`src/proc_pkg.sv`:
```
package proc_pkg;

   localparam int XLEN      = 32;
   localparam int REG_IDX_W = 5;
   localparam int OPC_W     = 6;

   ////////////////////
   // Opcodes in ir[31:26]
   localparam logic [OPC_W-1:0] OP_NOP  = 6'd0;
   localparam logic [OPC_W-1:0] OP_ADD  = 6'd1;
   localparam logic [OPC_W-1:0] OP_SUB  = 6'd2;
   localparam logic [OPC_W-1:0] OP_AND  = 6'd3;
   localparam logic [OPC_W-1:0] OP_OR   = 6'd4;
   localparam logic [OPC_W-1:0] OP_XOR  = 6'd5;
   localparam logic [OPC_W-1:0] OP_SLT  = 6'd6;
   localparam logic [OPC_W-1:0] OP_SLL  = 6'd7;
   localparam logic [OPC_W-1:0] OP_SRL  = 6'd8;
   localparam logic [OPC_W-1:0] OP_ADDI = 6'd9;
   localparam logic [OPC_W-1:0] OP_LDW  = 6'd10;
   localparam logic [OPC_W-1:0] OP_LDB  = 6'd11;
   localparam logic [OPC_W-1:0] OP_STW  = 6'd12;
   localparam logic [OPC_W-1:0] OP_STB  = 6'd13;

   // Instruction field positions
   localparam int FLD_OPC_HI = 31;
   localparam int FLD_OPC_LO = 26;
   localparam int FLD_RD_HI  = 25;
   localparam int FLD_RD_LO  = 21;
   localparam int FLD_RS1_HI = 20;
   localparam int FLD_RS1_LO = 16;
   localparam int FLD_RS2_HI = 15;
   localparam int FLD_RS2_LO = 11;
   localparam int FLD_IMM_HI = 15;
   localparam int FLD_IMM_LO = 0;

   ////////////////////
   // Control word bit positions
   typedef logic [4:0] ctrl_t;
   localparam int CTL_MEM_READ  = 0;
   localparam int CTL_MEM_WRITE = 1;
   localparam int CTL_BYTE_SEL  = 2;
   localparam int CTL_REG_WRITE = 3;
   localparam int CTL_LOAD      = 4;

   typedef enum logic [3:0] {
      ALU_ADD,
      ALU_SUB,
      ALU_AND,
      ALU_OR,
      ALU_XOR,
      ALU_SLT,
      ALU_SLL,
      ALU_SRL
   } alu_op_t;

   ////////////////////
   // Stage register payloads
   typedef struct packed {
      logic            valid;
      logic [XLEN-1:0] instr;
   } if_id_t;

   typedef struct packed {
      logic                 valid;
      ctrl_t                ctrl;
      alu_op_t              alu_op;
      logic [XLEN-1:0]      rs1_data;
      logic [XLEN-1:0]      rs2_data;
      logic [XLEN-1:0]      imm;
      logic                 y_sel;
      logic [REG_IDX_W-1:0] rs1;
      logic [REG_IDX_W-1:0] rs2;
      logic [REG_IDX_W-1:0] rd;
      logic                 use_rs1;
      logic                 use_rs2;
   } id_ex_t;

   typedef struct packed {
      logic                 valid;
      ctrl_t                ctrl;
      logic [XLEN-1:0]      result;
      logic [XLEN-1:0]      store_data;
      logic [REG_IDX_W-1:0] rd;
   } ex_m_t;

   typedef struct packed {
      logic                 valid;
      ctrl_t                ctrl;
      logic [XLEN-1:0]      result;
      logic [XLEN-1:0]      load_data;
      logic [REG_IDX_W-1:0] rd;
   } m_wb_t;

endpackage

```
`src/decode.sv`:
```
`timescale 1ns/10ps

module decode (
   input  logic                            clk,
   input  logic                            rst_n,
   input  logic [proc_pkg::XLEN-1:0]       ir,
   input  logic                            wb_write,
   input  logic [proc_pkg::REG_IDX_W-1:0]  wb_index,
   input  logic [proc_pkg::XLEN-1:0]       wb_data,
   output proc_pkg::id_ex_t                id_out
);

   import proc_pkg::*;

   logic [XLEN-1:0]      regs [32];
   logic [OPC_W-1:0]     opcode;
   logic [REG_IDX_W-1:0] rd_idx;
   logic [REG_IDX_W-1:0] rs1_idx;
   logic [REG_IDX_W-1:0] rs2_idx;
   logic                 is_store;

   // Write-through read, r0 hardwired to zero
   function automatic logic [XLEN-1:0] read_reg(input logic [REG_IDX_W-1:0] idx);
      logic [XLEN-1:0] val;
      if (idx == '0) begin
         val = '0;
      end else if (wb_write && (wb_index == idx)) begin
         val = wb_data;
      end else begin
         val = regs[idx];
      end
      return val;
   endfunction

   ////////////////////
   // Register file, written in WB
   always_ff @(posedge clk) begin
      if (!rst_n) begin
         regs <= '{default: '0};
      end else if (wb_write && (wb_index != '0)) begin
         regs[wb_index] <= wb_data;
      end
   end

   assign opcode   = ir[FLD_OPC_HI:FLD_OPC_LO];
   assign rd_idx   = ir[FLD_RD_HI:FLD_RD_LO];
   assign rs1_idx  = ir[FLD_RS1_HI:FLD_RS1_LO];
   assign is_store = (opcode == OP_STW) || (opcode == OP_STB);

   // Stores carry their data register in the rd field
   assign rs2_idx = is_store ? rd_idx : ir[FLD_RS2_HI:FLD_RS2_LO];

   ////////////////////
   // Opcode to control
   always_comb begin
      id_out          = '0;
      id_out.rs1      = rs1_idx;
      id_out.rs2      = rs2_idx;
      id_out.rd       = rd_idx;
      id_out.rs1_data = read_reg(rs1_idx);
      id_out.rs2_data = read_reg(rs2_idx);
      id_out.imm      = {{(XLEN - 16){ir[FLD_IMM_HI]}}, ir[FLD_IMM_HI:FLD_IMM_LO]};
      id_out.alu_op   = ALU_ADD;

      case (opcode)
         OP_ADD, OP_SUB, OP_AND, OP_OR, OP_XOR, OP_SLT, OP_SLL, OP_SRL: begin
            id_out.valid               = 1'b1;
            id_out.ctrl[CTL_REG_WRITE] = 1'b1;
            id_out.y_sel               = 1'b1;
            id_out.use_rs1             = 1'b1;
            id_out.use_rs2             = 1'b1;
            case (opcode)
               OP_SUB:  id_out.alu_op = ALU_SUB;
               OP_AND:  id_out.alu_op = ALU_AND;
               OP_OR:   id_out.alu_op = ALU_OR;
               OP_XOR:  id_out.alu_op = ALU_XOR;
               OP_SLT:  id_out.alu_op = ALU_SLT;
               OP_SLL:  id_out.alu_op = ALU_SLL;
               OP_SRL:  id_out.alu_op = ALU_SRL;
               default: id_out.alu_op = ALU_ADD;
            endcase
         end
         OP_ADDI: begin
            id_out.valid               = 1'b1;
            id_out.ctrl[CTL_REG_WRITE] = 1'b1;
            id_out.use_rs1             = 1'b1;
         end
         OP_LDW, OP_LDB: begin
            id_out.valid               = 1'b1;
            id_out.ctrl[CTL_MEM_READ]  = 1'b1;
            id_out.ctrl[CTL_REG_WRITE] = 1'b1;
            id_out.ctrl[CTL_LOAD]      = 1'b1;
            id_out.ctrl[CTL_BYTE_SEL]  = (opcode == OP_LDB);
            id_out.use_rs1             = 1'b1;
         end
         OP_STW, OP_STB: begin
            id_out.valid               = 1'b1;
            id_out.ctrl[CTL_MEM_WRITE] = 1'b1;
            id_out.ctrl[CTL_BYTE_SEL]  = (opcode == OP_STB);
            id_out.use_rs1             = 1'b1;
            id_out.use_rs2             = 1'b1;
         end
         // OP_NOP and anything unknown stay a bubble
         default: begin
            id_out.valid = 1'b0;
         end
      endcase
   end

endmodule

```
`config.mk`:
```
export PLATFORM = sky130hd
export DESIGN_NAME = decode
export DESIGN_NICKNAME = d
export VERILOG_FILES = /design/src/proc_pkg.sv /design/src/decode.sv
export SDC_FILE = /design/constraint.sdc
export NUM_CORES = 2
export LEC_CHECK = 0
export BUFFER_PORTS_ARGS = -buffer_cell sky130_fd_sc_hd__buf_4
export CELL_PAD_IN_SITES_DETAIL_PLACEMENT = 0
export CELL_PAD_IN_SITES_GLOBAL_PLACEMENT = 1
export CORE_MARGIN = 5
export CORE_UTILIZATION = 49
export DETAILED_ROUTE_END_ITERATION = 10
export PLACE_DENSITY_LB_ADDON = 0.1
export SETUP_SLACK_MARGIN = 0.2
export SLEW_MARGIN = 20
export SYNTH_ARGS = -nofsm -noshare
export SYNTH_HDL_FRONTEND = slang
export SYNTH_SLANG_ARGS = --single-unit
```
`constraint.sdc`:
```
create_clock -name clk -period 2.6 [get_ports clk]
set_input_delay 0.13 -clock clk [delete_from_list [all_inputs] [get_ports clk]]
set_output_delay 0.13 -clock clk [all_outputs]
set_load 0.01 [all_outputs]
```
Word level (Yosys, flattened, before mapping):

Cells that the tools add are included.

* logic and storage cells: 91
* bits of input ports: 72
* register bits: 1024
* output and inout bits: 124

* bitwise logic cells: 3
* equality and inequality tests: 15
* muxes and demuxes: 23
* magnitude comparators: 4
* reduce and logical (&&, ||, !) cells: 14

Operators with widths (number)
* $bwmux W1024: 1
* $bmux W32 S5: 2
* $mux W32: 9
* $demux W32 S5: 1
* $eq A6 B4 Y1 const B: 6
* $eq A6 B3 Y1 const B: 4
* $pmux W3 S7: 1
* $ge A6 B6 Y1 const B: 3
* $not A5 Y6: 3
* $reduce_or A13 Y1: 1
* $eq A6 B2 Y1 const B: 2
* $reduce_or A11 Y1: 1
* $eq A5 B5 Y1: 2
* $logic_not A5 Y1: 2
* $reduce_or A10 Y1: 1
* $reduce_or A8 Y1: 1
* $eq A6 B1 Y1 const B: 1
* $lt A6 B1 Y1 const B: 1
* $mux W1: 6
* $mux W5: 1
* $reduce_bool A5 Y1: 1
* $logic_and A1 B1 Y1: 4
* $mux W4: 1
* $reduce_or A2 Y1: 2
* 2 further kinds: 2

Depth between registers and ports, before layout:

* word-level depth: 9
* gate-level depth with buffers: 14
* depth with buffers taken out: 9

Worst setup path before layout:

No wires, ideal clock.

* path type: input to output
* start: input port ir[27] in the netlist's numbering
* end: output port id_out[79] in the netlist's numbering
* arrival time: 2.227 ns
* path buffers: 4
* required time: 2.470 ns
* path slack: 0.243 ns
* cell stages on the path: 11
* cell sequence: buf_4 > and3b_1 > and2_1 > buf_6 > nor2_8 > buf_12 > buf_6 > mux4_2 > a22o_1 > nor4b_2 > nor2_1

RTL lines
* start: declaration: RTL line decode.sv:6 `input logic [proc_pkg::XLEN-1:0] ir,`
* end: declaration: RTL line decode.sv:10 `output proc_pkg::id_ex_t id_out`

==> run metrics <==
Die Area=122000 um^2; # rows=~120; Slowest cell on crit path=nand4_1; run status=complete, but fails checks; worst setup margin=-445 ps; Critical Path AT=between 2000 and 3000 ps; first-pass iteration count of the detailed router=6; # IOs=~200; largest net degree at the start of global routing=130; Final Non-Filler Cells=around 8400; skew final=0 ps; Ys Warns=0; Synth Area in Simple Gates=roughly 19%; dpl hpwl=157000 um; max-cap viol count=0; post-synthesis instance area=about 56000 um^2; Post-Syn Instances=~6500; starting density of the core=between 40% and 50%; setup violators final=between 50 and 60; Clock Latency Late Sink=roughly 710 ps; synth cell count leaders=2303 x nand2_1, 1024 x dfxtp_1, 995 x a21boi_0; final hold vios=0; post-synth top area share=a little over a third; crit-path cells=buf_8 > nor3b_4 > buf_6 > nand2_8 > buf_6 > nand4_1 > o21ai_4 > buf_12 > a222oi_1 > nand4_1 > and3_4 > a21oi_4 > buf_6; Synth cell types=75; vias per inst=6.43; core footprint=around 110000 um^2; GRT Util Overall=39.7%; Largest register FFs=~1000; worst-margin pin slew=slightly above 900 ps; CP startpoint kind=primary input; Leak Pwr=~0.024 uW; Slew Viols, Final=0; Synth Area in Compound Gates=a little under a fifth; CP dominant cell by count=buf_6; fmax=328 MHz; htree depth=3; Avg Cell Area, Syn=8.69 um^2; CTS Root Cell=clkbuf_16; DRT Wirelength=~250000 um; vias in the first global route=~50000; Yosys top cell by area=dfxtp_1; Horiz. Die Dim=349 um; port bufs=roughly 170; Post-synth EDFFs=0; Syn Nets=6534; GRT overflow=0; Tmin final=slightly above 3000 ps; WHS Path Cells=0; fin area=69600 um^2; height of the die=around 350 um; Setup WS pre-CTS=-699 ps; mux contribution to synthesized area=around a fifth; Post-route DRC=0; CTS Buf Count=between 100 and 150; RSZ-0062 raised after global routing=true; count leader, synth=nand2_1; failing checks=setup timing; CTS tree=done; Core Util, Final=about 60%; Synth Area in Adders=0%; first-pass GRT wire length=roughly 360000 um; fin crit share=117%; antenna violations before repair=5; Final ANT Viol Nets=0; critical path's largest stage delay=380 ps; R2R depth=4; top cells by area, synth=dfxtp_1 36%, nand2_1 15%, mux4_2 15%, a21boi_0 13%, mux2i_1 5.1%; Cell Pwr Density=between 500 and 600 nW/um^2; Synth Register Bits=roughly 1000; critical path capture point type=primary output; WS Path Type=primary input to primary output; Layout area overhead=23.9%; Crit path required time=between 2000 and 2500 ps; worst-path maximum fanout=7; maximum vdd drop=approximately 0.5 mV; FFs w/ async S/R, synth=0%; Vias=53700; ys flop type=dfxtp_1; dpl cell area=a little over 60000 um^2; Sink Count=between 1000 and 1500; clk buf depth=3; Largest Register=regs; nets=between 6000 and 7000; WL per Instance=~30 um; layout cell share with drive strength beyond 1=approximately 28%; sequential-to-total area share from yosys stat=36.5%; Detailed Route Iter0 Violations=around 7500; Final GP Congestion=0.963; XOR/XNOR share of the synthesized area=0.187%; Slew headroom=36.0%; main combinational cell family by area after synthesis=multiplexers; Largest regs=regs x1024; placed cell count=a little under 8000; worst hold path class=primary input to primary output
[cell type report]
cell class	instances	area (um^2)
fillers	9726	44400
multi-input cells	4705	33800
flip-flops and latches	1024	20800
repair buffers	892	9230
clock buffers	168	3360
well taps	1512	1890
clock inverters	41	510
inverters	10	50.0
diodes	6	15.0
[power breakdown]
group,switching (uW),internal (uW)
Clock,7020,9990
Sequential,94.5,15800
Combinational,2880,2180
[timing repair]
action	4_1_cts	5_1_grt
resized for setup	417	136
hold buffers	33	0
buffers inserted	118	52
hold endpoints to repair	966	0
pin swaps	107	93
endpoints found under the setup margin	64	64
cloned	14	7
[cells in the final DEF (no fill, tap or decap), types with 21 or more instances in the layout]
master	synthesis	layout
dlygate4sd3_1	0	33
nor2_1	76	45
nand4_1	33	33
clkbuf_16	0	126
a21boi_0	995	993
buf_4	69	637
clkbuf_1	528	29
nor2_4	0	29
a31oi_1	45	42
and2_1	37	34
a32oi_1	62	58
a21oi_1	58	23
a211oi_2	0	32
mux2i_1	285	262
nand2_1	2303	2269
mux4_2	365	365
nand3_1	63	57
dfxtp_1	1024	805
buf_12	6	119
nand2_2	0	33
buf_6	22	55
a221oi_1	48	34
a22oi_1	27	21
dfxtp_2	0	219
a222oi_1	25	25
o21ai_0	63	55
a21oi_2	1	27
[per-layer routing]
metal	vias up	routed length [um]	track usage (%)
met5	-	23	0
met3	829	28600	9.53
met4	4	15100	19.0
li1	23000	-	-
met1	26400	98800	53.6
met2	3450	109000	60.0
[path summary, 6_finish.rpt]
kind              startpoint          to  slack (ps)
setup / recovery      ir[31]  id_out[55]        -450
hold / removal         ir[1]  id_out[19]         260
setup reg to reg   regs[285]   regs[285]        1690
hold reg to reg     regs[56]    regs[56]         470
[worst max-delay path: cells and delay by family]
family / cells / cell delay [ps]
and+or+nand+nor: 5 / 1260
buffers and inverters: 5 / 750
AOI/OAI and AO/OA: 3 / 750
[through the flow]
stage,hold WS [ps],total power (uW),setup TNS [ps]
detailed placement,260,20500,-12390
CTS,260,37700,-9960
global placement,260,20500,-11870
global route,260,38800,-15330
finish,260,38000,-12140
floorplan,311,18600,0
[kinds of logic after synthesis]
| logic type | count (synthesis) |
|---|---|
| xor gates and xnor gates | 12 |
| and+or+nand+nor | 2615 |
| other | 1 |
| buffers and inverters | 733 |
| AOI/OAI and AO/OA | 1427 |
| muxes | 650 |
| DFF | 1024 |
(Power assumes the default switching activity.)
