### src/proc_pkg.sv
package proc_pkg;

   localparam int XLEN      = 32;
   localparam int REG_IDX_W = 5;
   localparam int OPC_W     = 6;

   ////////////////////
   // Opcodes in ir[31:26]
   localparam logic [OPC_W-1:0] OP_NOP  = 6'd0;
   localparam logic [OPC_W-1:0] OP_ADD  = 6'd1;
   localparam logic [OPC_W-1:0] OP_SUB  = 6'd2;
   localparam logic [OPC_W-1:0] OP_AND  = 6'd3;
   localparam logic [OPC_W-1:0] OP_OR   = 6'd4;
   localparam logic [OPC_W-1:0] OP_XOR  = 6'd5;
   localparam logic [OPC_W-1:0] OP_SLT  = 6'd6;
   localparam logic [OPC_W-1:0] OP_SLL  = 6'd7;
   localparam logic [OPC_W-1:0] OP_SRL  = 6'd8;
   localparam logic [OPC_W-1:0] OP_ADDI = 6'd9;
   localparam logic [OPC_W-1:0] OP_LDW  = 6'd10;
   localparam logic [OPC_W-1:0] OP_LDB  = 6'd11;
   localparam logic [OPC_W-1:0] OP_STW  = 6'd12;
   localparam logic [OPC_W-1:0] OP_STB  = 6'd13;

   // Instruction field positions
   localparam int FLD_OPC_HI = 31;
   localparam int FLD_OPC_LO = 26;
   localparam int FLD_RD_HI  = 25;
   localparam int FLD_RD_LO  = 21;
   localparam int FLD_RS1_HI = 20;
   localparam int FLD_RS1_LO = 16;
   localparam int FLD_RS2_HI = 15;
   localparam int FLD_RS2_LO = 11;
   localparam int FLD_IMM_HI = 15;
   localparam int FLD_IMM_LO = 0;

   ////////////////////
   // Control word bit positions
   typedef logic [4:0] ctrl_t;
   localparam int CTL_MEM_READ  = 0;
   localparam int CTL_MEM_WRITE = 1;
   localparam int CTL_BYTE_SEL  = 2;
   localparam int CTL_REG_WRITE = 3;
   localparam int CTL_LOAD      = 4;

   typedef enum logic [3:0] {
      ALU_ADD,
      ALU_SUB,
      ALU_AND,
      ALU_OR,
      ALU_XOR,
      ALU_SLT,
      ALU_SLL,
      ALU_SRL
   } alu_op_t;

   ////////////////////
   // Stage register payloads
   typedef struct packed {
      logic            valid;
      logic [XLEN-1:0] instr;
   } if_id_t;

   typedef struct packed {
      logic                 valid;
      ctrl_t                ctrl;
      alu_op_t              alu_op;
      logic [XLEN-1:0]      rs1_data;
      logic [XLEN-1:0]      rs2_data;
      logic [XLEN-1:0]      imm;
      logic                 y_sel;
      logic [REG_IDX_W-1:0] rs1;
      logic [REG_IDX_W-1:0] rs2;
      logic [REG_IDX_W-1:0] rd;
      logic                 use_rs1;
      logic                 use_rs2;
   } id_ex_t;

   typedef struct packed {
      logic                 valid;
      ctrl_t                ctrl;
      logic [XLEN-1:0]      result;
      logic [XLEN-1:0]      store_data;
      logic [REG_IDX_W-1:0] rd;
   } ex_m_t;

   typedef struct packed {
      logic                 valid;
      ctrl_t                ctrl;
      logic [XLEN-1:0]      result;
      logic [XLEN-1:0]      load_data;
      logic [REG_IDX_W-1:0] rd;
   } m_wb_t;

endpackage

### src/hazard_unit.sv
`timescale 1ns/10ps

module hazard_unit (
   input  logic [proc_pkg::REG_IDX_W-1:0] id_rs1,
   input  logic [proc_pkg::REG_IDX_W-1:0] id_rs2,
   input  logic                           id_use_rs1,
   input  logic                           id_use_rs2,
   input  logic [proc_pkg::REG_IDX_W-1:0] ex_rd,
   input  logic                           ex_load,
   output logic                           stall
);

   import proc_pkg::*;

   logic hit_rs1;
   logic hit_rs2;

   // Only sources the decode instruction really reads
   assign hit_rs1 = id_use_rs1 && (id_rs1 == ex_rd);
   assign hit_rs2 = id_use_rs2 && (id_rs2 == ex_rd);

   // Load data is not ready until M/WB, so hold decode one cycle
   assign stall = ex_load && (ex_rd != REG_IDX_W'(0)) && (hit_rs1 || hit_rs2);

endmodule

### config.mk
export PLATFORM = sky130hd
export DESIGN_NAME = hazard_unit
export DESIGN_NICKNAME = d
export VERILOG_FILES = /design/src/proc_pkg.sv /design/src/hazard_unit.sv
export SDC_FILE = /design/constraint.sdc
export NUM_CORES = 1
export LEC_CHECK = 0
export BUFFER_PORTS_ARGS = -buffer_cell sky130_fd_sc_hd__buf_2
export CAP_MARGIN = 15
export CORE_AREA = 2 2 39 41
export DETAILED_ROUTE_END_ITERATION = 12
export DIE_AREA = 0 0 41 43
export GPL_TIMING_DRIVEN = 0
export PLACE_DENSITY = 0.38
export REMOVE_ABC_BUFFERS = 1
export SLEW_MARGIN = 20
export SYNTH_ARGS = -nofsm -noshare
export SYNTH_HDL_FRONTEND = slang
export SYNTH_SLANG_ARGS = --single-unit
### constraint.sdc
create_clock -name vclk -period 0.8
set_input_delay 0.04 -clock vclk [all_inputs]
set_output_delay 0.04 -clock vclk [all_outputs]
set_load 0.05 [all_outputs]
=== After elaboration in Yosys (flattened, before gate mapping) ===
Cells that the tools add are included.

* Word-level logic and storage cells: 8
* Bits of input ports: 18
* Output and inout bits: 1
* Register bits after elaboration: 0

* Equal/unequal tests: 2
* Reductions and logical operators: 6

{| class="wikitable"
|+ Operators with widths
! operator !! count
|-
| 5-bit == test || 2
|-
| 5-bit nonzero test || 1
|-
| 1-bit logical AND || 4
|-
| 1-bit logical OR || 1
|}

=== Depth between registers and ports, before layout ===
Gate-level depths: netlist (run 1).

* Depth after elaboration: 4
* Depth in mapped cells: 4
* Gate-level depth less buffers: 4

=== Worst setup path before layout (run 1) ===
OpenSTA, ideal clock, no wires.

* Kind: input to output
* From: input port ex_rd[0] (netlist bit)
* To: output port stall
* Path buffers: 0
* Slack: -0.568 ns
* Cell stages on the path: 4
* Arrival time: 1.328 ns
* Data required time: 0.760 ns
* Cell sequence: xor2_1 -> nor4_2 -> nand3_1 -> a21oi_1

* Longest elaborated chain between the ends: 4
* Elaborated cells on any way between the ends: 8
* Classes of those cells: 2 x eq/ne; 6 x reduce/logical

{| class="wikitable"
|+ RTL lines
! item !! RTL line !! text
|-
| start, declared || hazard_unit.sv:8 || <nowiki>input logic [proc_pkg::REG_IDX_W-1:0] ex_rd,</nowiki>
|-
| 5-bit == test, on equally long branches || hazard_unit.sv:19, hazard_unit.sv:20 ||
|-
| 1-bit logical AND, on equally long branches || hazard_unit.sv:19, hazard_unit.sv:20 ||
|-
| 1-bit logical OR || hazard_unit.sv:23 || <nowiki>assign stall = ex_load && (ex_rd != REG_IDX_W'(0)) && (hit_rs1 || hit_rs2);</nowiki>
|-
| 1-bit logical AND (*) || hazard_unit.sv:23 ||
|-
| end, declared || hazard_unit.sv:10 || <nowiki>output logic stall</nowiki>
|}

Every way passes the cells marked *; elsewhere a longest branch is shown, timed or not.

=== Final worst setup path (run 1) ===
* From: input port id_rs1[1] (netlist bit)
* To: output port stall

* Longest elaborated chain between the ends: 4

{| class="wikitable"
|+ RTL lines
! item !! RTL line !! text
|-
| start, declared || hazard_unit.sv:4 || <nowiki>input logic [proc_pkg::REG_IDX_W-1:0] id_rs1,</nowiki>
|-
| 5-bit == test || hazard_unit.sv:19 || <nowiki>assign hit_rs1 = id_use_rs1 && (id_rs1 == ex_rd);</nowiki>
|-
| 1-bit logical AND || hazard_unit.sv:19 ||
|-
| 1-bit logical OR || hazard_unit.sv:23 ||
|-
| 1-bit logical AND || hazard_unit.sv:23 ||
|}

Every way passes these cells.

==> results.cfg, run 1 <==
[layout]
design.seq.count = 0
area_growth_pct = 110
layout-drive-gt1-share_pct = 63.9
register_area_um2 = 0
mostFrequentLayoutCells = 15 x buf_2, 7 x xor2_1
fin_nets = 56
mostFrequentLayoutCell = buf_2
stdcell_count = 52
postLayoutCellArea_um2 = 282
diodes = 0
post-route-util_pct = 20.3
clockBufferCount = 0

[logic_synthesis]
synth_cells = 17
synth_warnings = 0
synth.avg_cell_area_um2 = 7.88
synth.cell_area_um2 = 134
synthDistinctLibCells = 8
ys_seq_area_share_pct = 0

[timing]
min_period_ps = 1110
max_freq_mhz = 903
tightest_slew_ps = 245
finalHoldViolCount = 0
drv_slew = 0
rsz0062_at_grt = yes
timing.final.crit_share_pct = 138
worst_slack_ps = -308
setup_viol = 1
maxSlewHeadroom_pct = 83.5

[critical_path]
crit_type = in -> out
cp_max_fo = 1
start_kind = input port
end_kind = output pin
cp.arrival_ps = 1070
worstPathRequired_ps = 760

[route]
drt-total-wl_um = 481
vias_per_cell = 3.60
drc = 0
via_count = 187
drt_first_pass_iters = 1
drtIter0Drc = 0
antenna_left = 0
wire_per_inst_um = 9.25

[floorplanning]
start_util_pct = 9.67
boundaryPins = 19
rows = 14
die_h_um = 43
core_area_mm2 = 0.00138
dieArea_mm2 = 0.00176
dieWidth_um = 41

[placed_design]
placed_cell_area_um2 = 249
gp_congestion = 0.595
portBuffers = 19
dpl.cell_count = 52

[global_routing]
antenna_found_initial = 0
grt_overflow = 0
grt_max_degree = 4
grt_use_total_pct = 4.50
grt_pass1_wl_um = 572
grt_pass1_vias = 147

[run_status]
status = finished with violations
violations = setup timing

[pwr]
p_leak_uw = 0.000129
power_density_mw_per_mm2 = 456
ir_drop_v = 0.000147

[min_path]
hp-class = in -> out

[run]
drv_cap = 0
worst paths after layout:
check / slack, ps / depth (start not counted) / from / end
max: -310 / 6 / id_rs1[1] / stall
min: 440 / 4 / ex_load / stall
synth_stat cells:
| cell | count | share of area (%) |
|---|---|---|
| xor2_1 | 8 | 52 |
| nand3_1 | 2 | 7.5 |
| xnor2_1 | 2 | 13 |
| a21oi_1 | 1 | 3.7 |
| nor4_1 | 1 | 4.7 |
| nor4_2 | 1 | 9.3 |
| o21ai_1 | 1 | 3.7 |
| or4_1 | 1 | 5.6 |
final cells by class:
| cell class | instances | area (µm²) |
|---|---|---|
| tap | 16 | 20.0 |
| fill | 171 | 1100 |
| timing repair buffer | 19 | 113 |
| multi-input combinational | 17 | 149 |
per-stage QoR:
stage          total power (µW)  hold WS [ps]  worst slack, ps  TNS [ps]
2_1_floorplan              49.1           329             -568      -568
3_3_place_gp                114           482             -396      -396
3_5_place_dp                113           482             -400      -400
4_1_cts                     126           465             -304      -304
6_report                    128           438             -308      -308
5_1_grt                     137           450             -331      -331
metal layers:
| layer | global-route usage [%] | vias to the layer above | wire length (µm) |
|---|---|---|---|
| met5 | 0 | - | 0 |
| met4 | 0 | 0 | 0 |
| met3 | 0 | 0 | 66 |
| met2 | 7.19 | 13 | 201 |
| met1 | 6.98 | 76 | 213 |
| li1 | - | 98 | - |
critical path, stage by stage:
cell     delay, ps
buf_6          100
xor2_2         160
nor4_2         300
nand3_1        110
a21oi_1        150
buf_4          210
kinds of logic (layout without fill, tap and decap cells):
family	after synthesis	count (layout)	share of synthesized area (%)
buffers and inverters	0	19	0
and+or+nand+nor	5	5	27.1
AOI/OAI and AO/OA	2	2	7.47
xor gates and xnor gates	10	10	65.4
where the power goes:
group / internal (µW) / switching, µW
clock network: 0 / 0
registers: 0 / 0
logic: 71.6 / 56.7
repair_timing:
| action | CTS | global route |
|---|---|---|
| endpoints found under the hold margin | 0 | 0 |
| setup endpoints to repair | 1 | 1 |
| resized for setup | 6 | 2 |
| pin swaps | 8 | 2 |
| setup buffers | 0 | 0 |
| hold buffers | 0 | 0 |
Power figures use the tool's default switching activity.
==> inputs of run 2 (changes only) <==
--- a/config.mk
+++ b/config.mk
@@ -10,7 +10,7 @@
 export CORE_AREA = 2 2 39 41
 export DETAILED_ROUTE_END_ITERATION = 12
 export DIE_AREA = 0 0 41 43
-export GPL_TIMING_DRIVEN = 0
+export GPL_TIMING_DRIVEN = 1
 export PLACE_DENSITY = 0.38
 export REMOVE_ABC_BUFFERS = 1
 export SLEW_MARGIN = 20
==> results.cfg, run 2 (synthesis results as in run 1) <==
[pwr]
switchingPower_uw = 52.8
sw_frac_of_total_pct = 38.4
seq_power_share_pct = 0
p_clk_share_pct = 0
ir_drop_v = 0.000140
internal_power_uw = 84.6
power_density_mw_per_mm2 = 452
p_leak_uw = 0.000142
p_comb_share_pct = 100.0

[floorplanning]
die_h_um = 43
boundaryPins = 19
dieWidth_um = 41
rows = 14
start_util_pct = 9.67
dieArea_mm2 = 0.00176
core_area_mm2 = 0.00138

[global_routing]
grt_use_total_pct = 5.09
grt_max_degree = 4
antenna_found_initial = 0
grt_pass1_wl_um = 676
grt_pass1_vias = 176
grt_overflow = 0

[timing]
setup_viol = 1
max_freq_mhz = 906
timing.final.crit_share_pct = 138
worst_slack_ps = -303
drv_slew = 0
maxSlewHeadroom_pct = 83.2
finalHoldViolCount = 0
holdWs_ps = 476
tightest_slew_ps = 250
min_period_ps = 1100
rsz0062_at_grt = yes

[run_status]
violations = setup timing
status = finished with violations

[run]
drv_cap = 0

[critical_path]
max_stage_delay_ps = 310
start_kind = input port
worstPathRequired_ps = 760
crit_type = in -> out
cp.arrival_ps = 1060
cp_max_fo = 1
crit_chain = buf_6, xor2_1, nor4_2, nand3_1, a21oi_1, buf_4
cpMaxStageDelayCell = nor4_2
end_kind = output pin

[layout]
design.seq.count = 0
area_growth_pct = 127
layout-drive-gt1-share_pct = 57.9
stdcell_count = 54
mostFrequentLayoutCell = buf_2
diodes = 0
mostFrequentLayoutCells = 12 x buf_2, 8 x xor2_1, 6 x buf_6
fill_cells = 159
register_area_um2 = 0
clockBufferCount = 0
postLayoutCellArea_um2 = 304
fin_nets = 58

[route]
vias_per_cell = 3.46
drt-total-wl_um = 465
drt_first_pass_iters = 1
via_count = 187
drtIter0Drc = 0
wire_per_inst_um = 8.61
drc = 0
antenna_left = 0

[placed_design]
portBuffers = 19
dpl.cell_count = 54
placed_cell_area_um2 = 264
gp_congestion = 0.602

[min_path]
hp-class = in -> out

[clock_tree]
post-cts-setup-buffer-count = 0
ctsHoldBuffers = 0
==> run 2: power by group through the flow <==
stage               clock network (µW)  logic [µW]  registers [µW]
global placement                     0         121               0
floorplan                            0        49.1               0
CTS                                  0         141               0
global route                         0         149               0
finish                               0         137               0
detailed placement                   0         121               0
==> run 2: layout make-up <==
class                      instances  area, µm²  share of cell area, %
timing repair buffer              21        150                   49.4
multi-input combinational         17        134                   44.0
tap                               16       20.0                   6.58
==> run 2: worst paths after layout <==
kind                  cells after the start  slack (ps)      start    end
worst max-delay path                      6        -300  id_rs1[1]  stall
worst min-delay path                      4         480    ex_load  stall
==> run 2: repair_timing <==
item / CTS / global route
resized for setup: 10 / 0
hold endpoints to repair: 0 / 0
pin swaps: 10 / 1
setup endpoints to repair: 1 / 1
==> run 2: stage by stage <==
step | power [µW] | worst slack, ps | setup TNS [ps] | util [%]
2_1_floorplan | 49.1 | -568 | -568 | -
3_3_place_gp | 121 | -364 | -364 | 19.1
3_5_place_dp | 121 | -391 | -391 | 19.1
4_1_cts | 141 | -289 | -289 | 22.0
5_1_grt | 149 | -320 | -320 | 22.0
6_report | 137 | -303 | -303 | 22.0
==> run 2: routing by layer <==
metal,share of wire [%],track usage [%]
met1,46,7.91
met2,40,8.13
met3,13,0
met4,0,0
met5,0,0
==> run 2: critical path: cells and delay by family <==
family	cells	cell delay, ps
AO/OA/AOI/OAI	1	150
XOR/XNOR	1	160
buffers and inverters	2	300
AND/OR/NAND/NOR	2	410
