==> src/proc_pkg.sv <==
package proc_pkg;

   localparam int XLEN      = 32;
   localparam int REG_IDX_W = 5;
   localparam int OPC_W     = 6;

   ////////////////////
   // Opcodes in ir[31:26]
   localparam logic [OPC_W-1:0] OP_NOP  = 6'd0;
   localparam logic [OPC_W-1:0] OP_ADD  = 6'd1;
   localparam logic [OPC_W-1:0] OP_SUB  = 6'd2;
   localparam logic [OPC_W-1:0] OP_AND  = 6'd3;
   localparam logic [OPC_W-1:0] OP_OR   = 6'd4;
   localparam logic [OPC_W-1:0] OP_XOR  = 6'd5;
   localparam logic [OPC_W-1:0] OP_SLT  = 6'd6;
   localparam logic [OPC_W-1:0] OP_SLL  = 6'd7;
   localparam logic [OPC_W-1:0] OP_SRL  = 6'd8;
   localparam logic [OPC_W-1:0] OP_ADDI = 6'd9;
   localparam logic [OPC_W-1:0] OP_LDW  = 6'd10;
   localparam logic [OPC_W-1:0] OP_LDB  = 6'd11;
   localparam logic [OPC_W-1:0] OP_STW  = 6'd12;
   localparam logic [OPC_W-1:0] OP_STB  = 6'd13;

   // Instruction field positions
   localparam int FLD_OPC_HI = 31;
   localparam int FLD_OPC_LO = 26;
   localparam int FLD_RD_HI  = 25;
   localparam int FLD_RD_LO  = 21;
   localparam int FLD_RS1_HI = 20;
   localparam int FLD_RS1_LO = 16;
   localparam int FLD_RS2_HI = 15;
   localparam int FLD_RS2_LO = 11;
   localparam int FLD_IMM_HI = 15;
   localparam int FLD_IMM_LO = 0;

   ////////////////////
   // Control word bit positions
   typedef logic [4:0] ctrl_t;
   localparam int CTL_MEM_READ  = 0;
   localparam int CTL_MEM_WRITE = 1;
   localparam int CTL_BYTE_SEL  = 2;
   localparam int CTL_REG_WRITE = 3;
   localparam int CTL_LOAD      = 4;

   typedef enum logic [3:0] {
      ALU_ADD,
      ALU_SUB,
      ALU_AND,
      ALU_OR,
      ALU_XOR,
      ALU_SLT,
      ALU_SLL,
      ALU_SRL
   } alu_op_t;

   ////////////////////
   // Stage register payloads
   typedef struct packed {
      logic            valid;
      logic [XLEN-1:0] instr;
   } if_id_t;

   typedef struct packed {
      logic                 valid;
      ctrl_t                ctrl;
      alu_op_t              alu_op;
      logic [XLEN-1:0]      rs1_data;
      logic [XLEN-1:0]      rs2_data;
      logic [XLEN-1:0]      imm;
      logic                 y_sel;
      logic [REG_IDX_W-1:0] rs1;
      logic [REG_IDX_W-1:0] rs2;
      logic [REG_IDX_W-1:0] rd;
      logic                 use_rs1;
      logic                 use_rs2;
   } id_ex_t;

   typedef struct packed {
      logic                 valid;
      ctrl_t                ctrl;
      logic [XLEN-1:0]      result;
      logic [XLEN-1:0]      store_data;
      logic [REG_IDX_W-1:0] rd;
   } ex_m_t;

   typedef struct packed {
      logic                 valid;
      ctrl_t                ctrl;
      logic [XLEN-1:0]      result;
      logic [XLEN-1:0]      load_data;
      logic [REG_IDX_W-1:0] rd;
   } m_wb_t;

endpackage

==> src/forwarding_unit.sv <==
`timescale 1ns/10ps

module forwarding_unit (
   input  logic [proc_pkg::REG_IDX_W-1:0] ex_rs1,
   input  logic [proc_pkg::REG_IDX_W-1:0] ex_rs2,
   input  logic [proc_pkg::XLEN-1:0]      ex_rs1_data,
   input  logic [proc_pkg::XLEN-1:0]      ex_rs2_data,
   input  logic [proc_pkg::REG_IDX_W-1:0] m_rd,
   input  logic                           m_write,
   input  logic [proc_pkg::XLEN-1:0]      m_result,
   input  logic [proc_pkg::REG_IDX_W-1:0] wb_rd,
   input  logic                           wb_write,
   input  logic [proc_pkg::XLEN-1:0]      wb_data,
   output logic [proc_pkg::XLEN-1:0]      fw_s1,
   output logic [proc_pkg::XLEN-1:0]      fw_s2
);

   import proc_pkg::*;

   // Youngest producer first, r0 never forwards
   function automatic logic [XLEN-1:0] pick(input logic [REG_IDX_W-1:0] idx,
                                             input logic [XLEN-1:0]      reg_val);
      logic [XLEN-1:0] val;
      if (m_write && (m_rd != '0) && (m_rd == idx)) begin
         val = m_result;
      end else if (wb_write && (wb_rd != '0) && (wb_rd == idx)) begin
         val = wb_data;
      end else begin
         val = reg_val;
      end
      return val;
   endfunction

   always_comb begin
      fw_s1 = pick(ex_rs1, ex_rs1_data);
      fw_s2 = pick(ex_rs2, ex_rs2_data);
   end

endmodule

==> config.mk <==
export PLATFORM = sky130hd
export DESIGN_NAME = forwarding_unit
export DESIGN_NICKNAME = d
export VERILOG_FILES = /design/src/proc_pkg.sv /design/src/forwarding_unit.sv
export SDC_FILE = /design/constraint.sdc
export NUM_CORES = 1
export LEC_CHECK = 0
export ABC_AREA = 0
export CORE_AREA = 2 2 82 84
export DETAILED_ROUTE_END_ITERATION = 10
export DIE_AREA = 0 0 84 86
export DONT_BUFFER_PORTS = 1
export PLACE_DENSITY = 0.56
export SLEW_MARGIN = 10
export SYNTH_ARGS = -nofsm -noshare
export SYNTH_HDL_FRONTEND = slang
export SYNTH_SLANG_ARGS = --single-unit
==> constraint.sdc <==
create_clock -name vclk -period 2
set_clock_uncertainty 0.1 [all_clocks]
set_input_delay 0.4 -clock vclk [all_inputs]
set_output_delay 0.4 -clock vclk [all_outputs]
set_load 0.01 [all_outputs]
-- Yosys cells after proc, flatten, opt, wreduce, memory -nomap -nowiden
Index checks and enable logic that the tools add are counted.
- output and inout bits: 64
- flip-flop bits (word level): 0
- logic and storage cells: 16
- input bits: 150
- mux-type cells: 4
- reductions and logical operators: 8
- equality and inequality tests: 4
- operator list (cell ; count):
    2-to-1 mux 32 bit ; 4
    == test 5 bit ; 4
    nonzero test 5 bit ; 2
    logical AND 1 bit ; 6

-- Logic depth before layout (Yosys ltp)
Gate-level depths: netlist of the first run.
- depth after elaboration: 5
- mapped depth: 6
- mapped depth without buffers: 4

-- Worst setup path after synthesis of the first run
Ideal clock, no wire load.
- path kind: input -> output
- from: in wb_rd[1] (netlist bit)
- to: out fw_s1[10] (netlist bit)
- arrival time: 1.743 ns
- cell stages on the path: 5
- data required time: 1.500 ns
- setup slack: -0.243 ns
- path buffers: 1
- path through: or4_4 -> o21ai_4 -> buf_6 -> o31ai_1 -> a31oi_1
- word-level cells in the longest chain between the ends: 5
- elaborated cells on any way between the ends: 6
- classes of those cells: eq/ne (1); mux (2); reduce/logical (3)
- RTL lines (item ; line ; text):
    start, declared ; forwarding_unit.sv:11 ; input logic [proc_pkg::REG_IDX_W-1:0] wb_rd,
    nonzero test 5 bit ; forwarding_unit.sv:26 ; end else if (wb_write && (wb_rd != '0) && (wb_rd == idx)) begin
    logical AND 1 bit ; forwarding_unit.sv:26 ;
    logical AND 1 bit * ; forwarding_unit.sv:26 ;
    2-to-1 mux 32 bit * ; forwarding_unit.sv:26 ;
    2-to-1 mux 32 bit * ; forwarding_unit.sv:24 ; if (m_write && (m_rd != '0) && (m_rd == idx)) begin
    end, declared ; forwarding_unit.sv:14 ; output logic [proc_pkg::XLEN-1:0] fw_s1,
Every way passes the cells marked *; elsewhere a longest branch is shown, timed or not.

-- Worst setup path in the final report of the first run
- from: in wb_rd[1] (netlist bit)
- to: out fw_s2[17] (netlist bit)
- word-level cells in the longest chain between the ends: 5
- elaborated cells on any way between the ends: 6
- classes of those cells: eq/ne (1); mux (2); reduce/logical (3)
- RTL lines (item ; line ; text):
    nonzero test 5 bit ; forwarding_unit.sv:26 ;
    logical AND 1 bit ; forwarding_unit.sv:26 ;
    logical AND 1 bit * ; forwarding_unit.sv:26 ;
    2-to-1 mux 32 bit * ; forwarding_unit.sv:26 ;
    2-to-1 mux 32 bit * ; forwarding_unit.sv:24 ;
    end, declared ; forwarding_unit.sv:15 ; output logic [proc_pkg::XLEN-1:0] fw_s2
Marked as above.

==> flow_summary.ini, run 1 <==
[cells_and_area]
utilization = 0.4871
layout.nets = 528
fillers = 639
multi_input_area_um2 = 2118
layout-area-overhead-vs-synth_pct = 36.23
drive_gt1_frac = 0.3218
antennaDiodeCount = 0
seqCellArea_um2 = 0
design.seq.count = 0
nClkBuffers = 0
finalInstanceArea_um2 = 3058

[yosys]
synth_cell_types = 19
syn_area_per_cell_um2 = 6.323
synth_top_area_cell = o31ai_1
yosysWarningCount = 0
synthCells = 355
syn_area_um2 = 2245
yosysTopAreaCellShare = 0.2140
synth_seq_area_share = 0
synth_nets = 505
synth.area.top_cells = o31ai_1, nand4_1, a31oi_1

[floorplan]
io_pins = 214
start_util = 0.3576
die_y_um = 86
dieWidth_um = 84
coreArea_um2 = 6277
rows = 29
dieArea_um2 = 7224

[power_and_ir_drop]
comb_power_share = 1.000
switchingPower_w = 0.0004824
p_leak_nw = 0.8467
power_density_nw_per_um2 = 271.2
seqPwrFrac = 0
irDropWorstVdd_mv = 0.1559
p_int_w = 0.0003469
p_sw_frac = 0.5817
clkPwrFrac = 0

[sta]
whs_ps = 863.0
fin_ws_ps = -405.7
hold_viol_final = 0
setup_viol = 64
max_slew.worst_pin.slew_ps = 419.4
slew_violations = 0
period_share = 1.203
slew_headroom = 0.7204
max_freq_ghz = 0.4157
grt_setup_unrepaired = yes
setup-tns-final_ps = -21030
min_period_ps = 2406

[drt]
remaining_drc_errors = 0
drt.antenna.violating_nets = 0
dr.pass1.iters = 5
drtIter0Drc = 252
viasPerCell = 7.649
post_drt_wl_per_cell_um = 25.78
num_vias = 3465
wl_um = 11680

[global_route]
grt_pass1_wl_um = 16440
track_usage = 0.2747
grt_pass1_vias = 3217
overflow = 0
grt_max_degree = 50
antenna_found_initial = 0

[status]
violations = setup timing
status = finished, violations left

[setup_path]
cp.arrival_ps = 1910
max_stage_delay_ps = 540
cp.required_ps = 1500
cp-end-kind = output pin
path_cells = or4_4 > o21ai_4 > buf_12 > o31ai_1 > a31oi_1 > buf_4
crit_path_start_kind = input port
worstSetupPathType = input port to output pin
crit_path_top_delay_cell = or4_4
crit_fanout = 49

[worst_hold_path]
hold_path.class = input port to output pin
hold_depth = 2
hold_start = ex_rs2_data[7]
min_to = fw_s2[7]

[place]
placedInstanceArea_um2 = 2719
gp_congestion = 0.9028
place_ws_ps = -427.9
numPortBuffers = 0
hpwl_um = 8459

[flow_run]
maxCapViolCount = 0
worst max-delay path: cells and delay by family:
kind / cells / cell delay [ps]
and+or+nand+nor: 1 / 540
AOI/OAI and AO/OA: 3 / 540
buffers and inverters: 2 / 400
how the worst max path moves through the flow:
stage | to | cells past startpoint | from
6_report | fw_s2[17] | 6 | wb_rd[1]
5_1_grt | fw_s2[17] | 7 | m_rd[1]
4_1_cts | fw_s1[22] | 6 | m_rd[1]
3_5_place_dp | fw_s1[24] | 6 | m_rd[1]
3_3_place_gp | fw_s1[11] | 6 | m_rd[1]
2_1_floorplan | fw_s1[10] | 5 | wb_rd[1]
repair_timing:
action / 4_1_cts / 5_1_grt
pin swaps: 15 / 6
hold buffers: 0 / 0
gates resized for setup: 21 / 22
endpoints found under the setup margin: 64 / 64
gates cloned: 1 / 4
setup buffers: 1 / 3
cell usage in the layout, fill, tap and decap left out, drive strengths merged:
cell type | Yosys | routed
buf | 24 | 79
nand4 | 66 | 66
nor3 | 66 | 66
o31ai | 64 | 64
a31oi | 64 | 64
xor2 | 10 | 10
xnor2 | 10 | 10
or2 | 4 | 4
clkbuf | 37 | 3
or4 | 2 | 2
or3 | 2 | 2
o211ai | 2 | 2
nor2 | 2 | 2
o21ai | 1 | 1
o21a | 1 | 1
cell families after synthesis:
logic type,share of synthesized area
xor gates and xnor gates,0.07803
buffers and inverters,0.1483
AOI/OAI and AO/OA,0.4142
and+or+nand+nor,0.3595
final cells by class:
type | count | share of cell area
repair buffers | 82 | 0.2758
well taps | 77 | 0.03151
multi-input cells | 294 | 0.6927
synth_stat cells:
| library cell | instances |
|---|---|
| a31oi_1 | 64 |
| buf_1 | 1 |
| buf_2 | 11 |
| buf_6 | 12 |
| clkbuf_1 | 37 |
| nand4_1 | 66 |
| nor2_1 | 2 |
| nor3_1 | 66 |
| o211ai_2 | 2 |
| o21a_1 | 1 |
| o21ai_4 | 1 |
| o31ai_1 | 64 |
| or2_1 | 2 |
| or2_2 | 2 |
| or3_1 | 2 |
| or4_1 | 1 |
| or4_4 | 1 |
| xnor2_1 | 10 |
| xor2_1 | 10 |
per-layer routing:
| layer | GRT usage | wire (µm) | vias up |
|---|---|---|---|
| met1 | 0.3249 | 4298 | 1608 |
| li1 | - | - | 1527 |
| met5 | 0 | 0 | - |
| met4 | 0.05572 | 259 | 0 |
| met3 | 0.04909 | 1325 | 35 |
| met2 | 0.5185 | 5794 | 295 |
stage by stage:
stage | std cells | total power [W]
detailed placement | 444 | 0.0007265
floorplan | 355 | 0.0004591
global placement | 444 | 0.0007155
CTS | 446 | 0.0007517
finish | 453 | 0.0008293
global route | 453 | 0.0008767
power groups by stage:
stage,Clock (W),Combinational (W),Sequential (W)
2_1_floorplan,0,0.000459,0
3_5_place_dp,0,0.000726,0
6_report,0,0.000829,0
4_1_cts,0,0.000752,0
5_1_grt,0,0.000877,0
3_3_place_gp,0,0.000716,0
Power figures use the tool's default switching activity.
==> run 2, diff against run 1 <==
--- a/config.mk
+++ b/config.mk
@@ -5,12 +5,13 @@
 export SDC_FILE = /design/constraint.sdc
 export NUM_CORES = 1
 export LEC_CHECK = 0
-export ABC_AREA = 0
-export CORE_AREA = 2 2 82 84
+export ABC_AREA = 1
+export ABC_CLOCK_PERIOD_IN_PS = 2000
+export CORE_AREA = 2 2 84 86
 export DETAILED_ROUTE_END_ITERATION = 10
-export DIE_AREA = 0 0 84 86
+export DIE_AREA = 0 0 86 88
 export DONT_BUFFER_PORTS = 1
-export PLACE_DENSITY = 0.56
+export PLACE_DENSITY = 0.58
 export SLEW_MARGIN = 10
 export SYNTH_ARGS = -nofsm -noshare
 export SYNTH_HDL_FRONTEND = slang
==> run 2 against run 1 <==
The flow now finishes without violations; fmax up 27%; highest routed layer unchanged; setup slack better by 510 ps; critical path depth unchanged; count of clock-buffer cells in the layout unchanged; synthesized area up 10%; sequential share of layout area unchanged; utilization down 8.6 points; combinational power down 37%; routed wire length down 18%; via count down 3.8%; non-clock buffer count down 58.
==> flow_summary.ini, run 2 <==
[global_route]
grt_pass1_vias = 3095
antenna_found_initial = 0
grt_max_degree = 37
track_usage = 0.2306
grt_pass1_wl_um = 14180
overflow = 0

[drt]
dr_wl_met2_um = 4892
num_vias = 3333
routed.top_layer = met4
drt.antenna.violating_nets = 0
remaining_drc_errors = 0
dr.pass1.iters = 5
viasPerCell = 5.649
drtIter0Drc = 181
met1_length_um = 3619
post_drt_wl_per_cell_um = 16.19
wl_um = 9553
dr_wl_met3_um = 848

[yosys]
synth_cell_types = 18
synthCells = 526
synth.area.top_cells = nand3_1, nand2_1, inv_1
synth-simple-area-share = 0.6859
yosysWarningCount = 0
yosysTopAreaCellShare = 0.3323
synth_top_family_by_area = simple AND/OR/NAND/NOR gates
synth_top_area_cell = nand3_1
synth_fa_ha_area_frac = 0
synthTopCellsByCount = nand3_1, nand2_1, inv_1
synth_nets = 676
syn_area_um2 = 2470
synth-xor-area-share = 0.04965
synth_most_common_cell = nand3_1
synth_seq_area_share = 0
muxShareOfSynthArea = 0
syn_area_per_cell_um2 = 4.696
synth-compound-area-share = 0

[place]
hpwl_um = 7651
dp.cells = 590
numPortBuffers = 0
gp_congestion = 0.8121

[sta]
grt_setup_unrepaired = yes
setup_viol = 0
max_slew.worst_pin.slew_ps = 302.8
hold_viol_final = 0
min_period_ps = 1894
slew_headroom = 0.7975
max_freq_ghz = 0.5281
slew_violations = 0
period_share = 0.9468

[power_and_ir_drop]
p_int_w = 0.0001645
irDropWorstVdd_mv = 0.09330
p_leak_nw = 1.664
comb_power_share = 1.000
clkPwrFrac = 0
switchingPower_w = 0.0003616
seqPwrFrac = 0
p_sw_frac = 0.6873
power_density_nw_per_um2 = 197.4

[flow_run]
maxCapViolCount = 0

[cells_and_area]
final_cell_mix = nand3_1, nand2_1, inv_1
layout.cells.non_filler = 590
seqCellArea_um2 = 0
nClkBuffers = 0
layout-area-overhead-vs-synth_pct = 7.903
antennaDiodeCount = 0
layout.nets = 662
final_common_cell = nand3_1
design.seq.count = 0
utilization = 0.4011
drive_gt1_frac = 0.09608

[setup_path]
path_cells = xor2_1 > nor2_1 > nand3_1 > buf_4 > nand3_1 > nand2_1
worstSetupPathType = input port to output pin
cp-end-kind = output pin
cp.required_ps = 1500
crit_path_start_kind = input port
crit_cells = 6
max_stage_delay_ps = 270
critPathBufInv = 1
crit_path_top_delay_cell = xor2_1
crit_fanout = 16
cp.arrival_ps = 1390
cpLargestDelayFamily = simple AND/OR/NAND/NOR gates
cpMostUsedCell = nand3_1

[floorplan]
rows = 30
dieArea_um2 = 7568
dieWidth_um = 86
start_util = 0.3718
io_pins = 214
coreArea_um2 = 6644
die_y_um = 88

[worst_hold_path]
min_to = fw_s2[4]
hold_depth = 2
hold_start = m_result[4]
hold_path.class = input port to output pin

[status]
status = completed
[run 2: cell count changes after synthesis, sizes merged, moves of 10 or more]
cell,change
a31oi,-64
nor3,-63
nand4,-33
inv,+110
clkbuf,-31
buf,+10
o31ai,-64
nand2,+151
nand3,+165
[run 2: through the flow]
stage / TNS [ps] / hold WS [ps] / instance area (µm²) / worst slack (ps) / total power [W]
3_5_place_dp: 0 / 845.1 / 2610 / 81.51 / 0.0005156
2_1_floorplan: 0 / 839.0 / 2470 / 246.7 / 0.0003936
4_1_cts: 0 / 845.1 / 2610 / 81.72 / 0.0005176
3_3_place_gp: 0 / 846.5 / 2610 / 83.68 / 0.0005077
6_report: 0 / 845.3 / 2665 / 106.4 / 0.0005261
5_1_grt: -5.980 / 848.1 / 2665 / -5.980 / 0.0005804
[run 2: cell type report]
cell class | instances | area, µm²
Fill cell | 769 | 3979
Multi-Input combinational cell | 376 | 1869
Inverter | 110 | 412.9
Timing Repair Buffer | 24 | 282.8
Tap cell | 80 | 100.1
[run 2: cells by family (layout without fill, tap and decap cells)]
| kind of cell | Yosys count | after routing |
|---|---|---|
| and+or+nand+nor | 362 | 362 |
| buffers and inverters | 150 | 134 |
| xor gates and xnor gates | 14 | 14 |
[run 2: per-layer routing]
layer / vias up / GRT usage
li1: 1634 / -
met1: 1476 / 0.2496
met2: 202 / 0.4616
met3: 21 / 0.03959
met4: 0 / 0.05195
met5: - / 0
[run 2: worst max path at each step]
stage / slack, ps / start / to
after CTS: 80 / ex_rs1[2] / fw_s1[8]
after detailed placement: 80 / ex_rs1[2] / fw_s1[8]
after global routing: -6 / ex_rs2[3] / fw_s2[29]
after global placement: 80 / ex_rs1[2] / fw_s1[8]
final: 110 / ex_rs1[2] / fw_s1[2]
after floorplan: 250 / m_rd[2] / fw_s2[10]
[run 2: power by group through the flow]
stage / combinational, W / sequential, W / clock (W)
2_1_floorplan: 0.000394 / 0 / 0
3_3_place_gp: 0.000508 / 0 / 0
3_5_place_dp: 0.000516 / 0 / 0
4_1_cts: 0.000518 / 0 / 0
5_1_grt: 0.000580 / 0 / 0
6_report: 0.000526 / 0 / 0
[run 2: what timing repair did]
| item | 4_1_cts | 5_1_grt |
|---|---|---|
| setup buffers | 0 | 0 |
| endpoints found under the setup margin | 0 | 17 |
| resized for setup | 0 | 15 |
| hold buffers | 0 | 0 |
==> run 3, diff against run 2 <==
--- a/config.mk
+++ b/config.mk
@@ -6,12 +6,12 @@
 export NUM_CORES = 1
 export LEC_CHECK = 0
 export ABC_AREA = 1
-export ABC_CLOCK_PERIOD_IN_PS = 2000
+export ABC_CLOCK_PERIOD_IN_PS = 1600
 export CORE_AREA = 2 2 84 86
 export DETAILED_ROUTE_END_ITERATION = 10
 export DIE_AREA = 0 0 86 88
 export DONT_BUFFER_PORTS = 1
-export PLACE_DENSITY = 0.58
+export PLACE_DENSITY_LB_ADDON = 0.12
 export SLEW_MARGIN = 10
 export SYNTH_ARGS = -nofsm -noshare
 export SYNTH_HDL_FRONTEND = slang
==> constraint.sdc (replaced) <==
create_clock -name vclk -period 1.6
set_clock_uncertainty 0.1 [all_clocks]
set_input_delay 0.32 -clock vclk [all_inputs]
set_output_delay 0.32 -clock vclk [all_outputs]
set_load 0.01 [all_outputs]
==> run 3 against run 2 <==
The run now ends with setup timing left; highest routed layer unchanged; global-route usage up 3.8 points; cell count is 4.1% higher; first-iteration DRC count decreased by 16%; non-clock buffer count rose by 24; critical endpoint is now fw_s2[18].
==> flow_summary.ini, run 3 (synthesized netlist as in run 2, its figures left out) <==
[cells_and_area]
drive_gt1_frac = 0.4963
nClkBuffers = 0
layout-area-overhead-vs-synth_pct = 67.48
layout.nets = 686
final_common_cell = inv_1
finalInstanceArea_um2 = 4136
seqCellArea_um2 = 0
utilization = 0.6226
antennaDiodeCount = 0
design.seq.count = 0
final_cell_mix = inv_1, nand3_1, nand2_2

[setup_path]
crit_path_start_kind = input port
worstSetupPathType = input port to output pin
critPathBufInv = 2
cp-startpoint = ex_rs2[4]
max_stage_delay_ps = 200
cp-end-kind = output pin
cpLargestDelayFamily = simple AND/OR/NAND/NOR gates
cp.arrival_ps = 1350
cpMostUsedCell = nand2_1
crit_fanout = 9
path_cells = inv_2 > nand2_1 > nand2_1 > nand3_2 > nor2_4 > nand2_4 > clkbuf_16 > nand2_1 > nand3_1 > nand2_2
cp.required_ps = 1180
crit_path_top_delay_cell = clkbuf_16

[drt]
remaining_drc_errors = 0
dr.pass1.iters = 4
num_vias = 3553
drt.antenna.violating_nets = 0
viasPerCell = 5.787
drtIter0Drc = 152
wl_um = 11760
post_drt_wl_per_cell_um = 19.15

[floorplan]
coreArea_um2 = 6644
io_pins = 214
die_y_um = 88
start_util = 0.3718
rows = 30
dieWidth_um = 86
dieArea_um2 = 7568

[status]
status = finished, violations left
violations = setup timing

[power_and_ir_drop]
irDropWorstVdd_mv = 0.1446
comb_power_share = 1.000
clkPwrFrac = 0
p_leak_nw = 2.170
power.total_w = 0.0009918
switchingPower_w = 0.0005990
p_sw_frac = 0.6039
power_density_nw_per_um2 = 239.8
seqPwrFrac = 0
p_int_w = 0.0003929

[sta]
setup_viol = 64
hold_viol_final = 0
slew_headroom = 0.8192
grt_setup_unrepaired = yes
slew_violations = 0
min_period_ps = 1772
fin_ws_ps = -172.1
setup-tns-final_ps = -7872
max_freq_ghz = 0.5643
max_slew.worst_pin.slew_ps = 271.0
period_share = 1.108

[global_route]
antenna_found_initial = 0
grt_max_degree = 39
track_usage = 0.2689
grt_pass1_vias = 3463
overflow = 0
grt_pass1_wl_um = 16490

[worst_hold_path]
hold_path.class = input port to output pin
hold_start = m_result[29]

[place]
placedInstanceArea_um2 = 2613
place_ws_ps = -195.0
numPortBuffers = 0
gp_congestion = 0.7893
hpwl_um = 7622

[flow_run]
maxCapViolCount = 0

[clock_tree]
ctsHoldBuffers = 0
[run 3: cell types whose count changed in the layout (fill, tap and decap cells not counted), sizes merged]
cell    delta
clkbuf     +4
buf       +20
[run 3: area by class of cell]
cell class	count	area, µm²
multi-input combinational	376	2853
fill	627	2507
timing repair buffer	48	748.2
inverter	110	435.4
tap	80	100.1
[run 3: through the flow]
stage,hold WS [ps],instances
detailed placement,685.4,592
finish,651.2,614
CTS,651.8,607
floorplan,679.0,526
global placement,685.9,592
global route,659.5,614
[run 3: power by group through the flow]
stage | sequential [W] | clock, W | combinational, W
2_1_floorplan | 0 | 0 | 0.000492
3_3_place_gp | 0 | 0 | 0.000642
3_5_place_dp | 0 | 0 | 0.000649
4_1_cts | 0 | 0 | 0.000862
5_1_grt | 0 | 0 | 0.00107
6_report | 0 | 0 | 0.000992
[run 3: worst paths after layout]
check / end / slack, ps / cells after the start
max: fw_s2[18] / -170 / 10
min: fw_s2[29] / 650 / 2
[run 3: timing repair]
item | CTS | global route
buffers inserted | 6 | 5
pin swaps | 37 | 64
gates resized for setup | 168 | 131
endpoints found under the setup margin | 64 | 64
gates cloned | 9 | 5
endpoints found under the hold margin | 0 | 0
[run 3: per-layer routing]
layer  wire (µm)  track usage
met2        6290       0.5194
met5           0            0
met1        4286       0.3096
met3        1040      0.04713
met4         144      0.05051
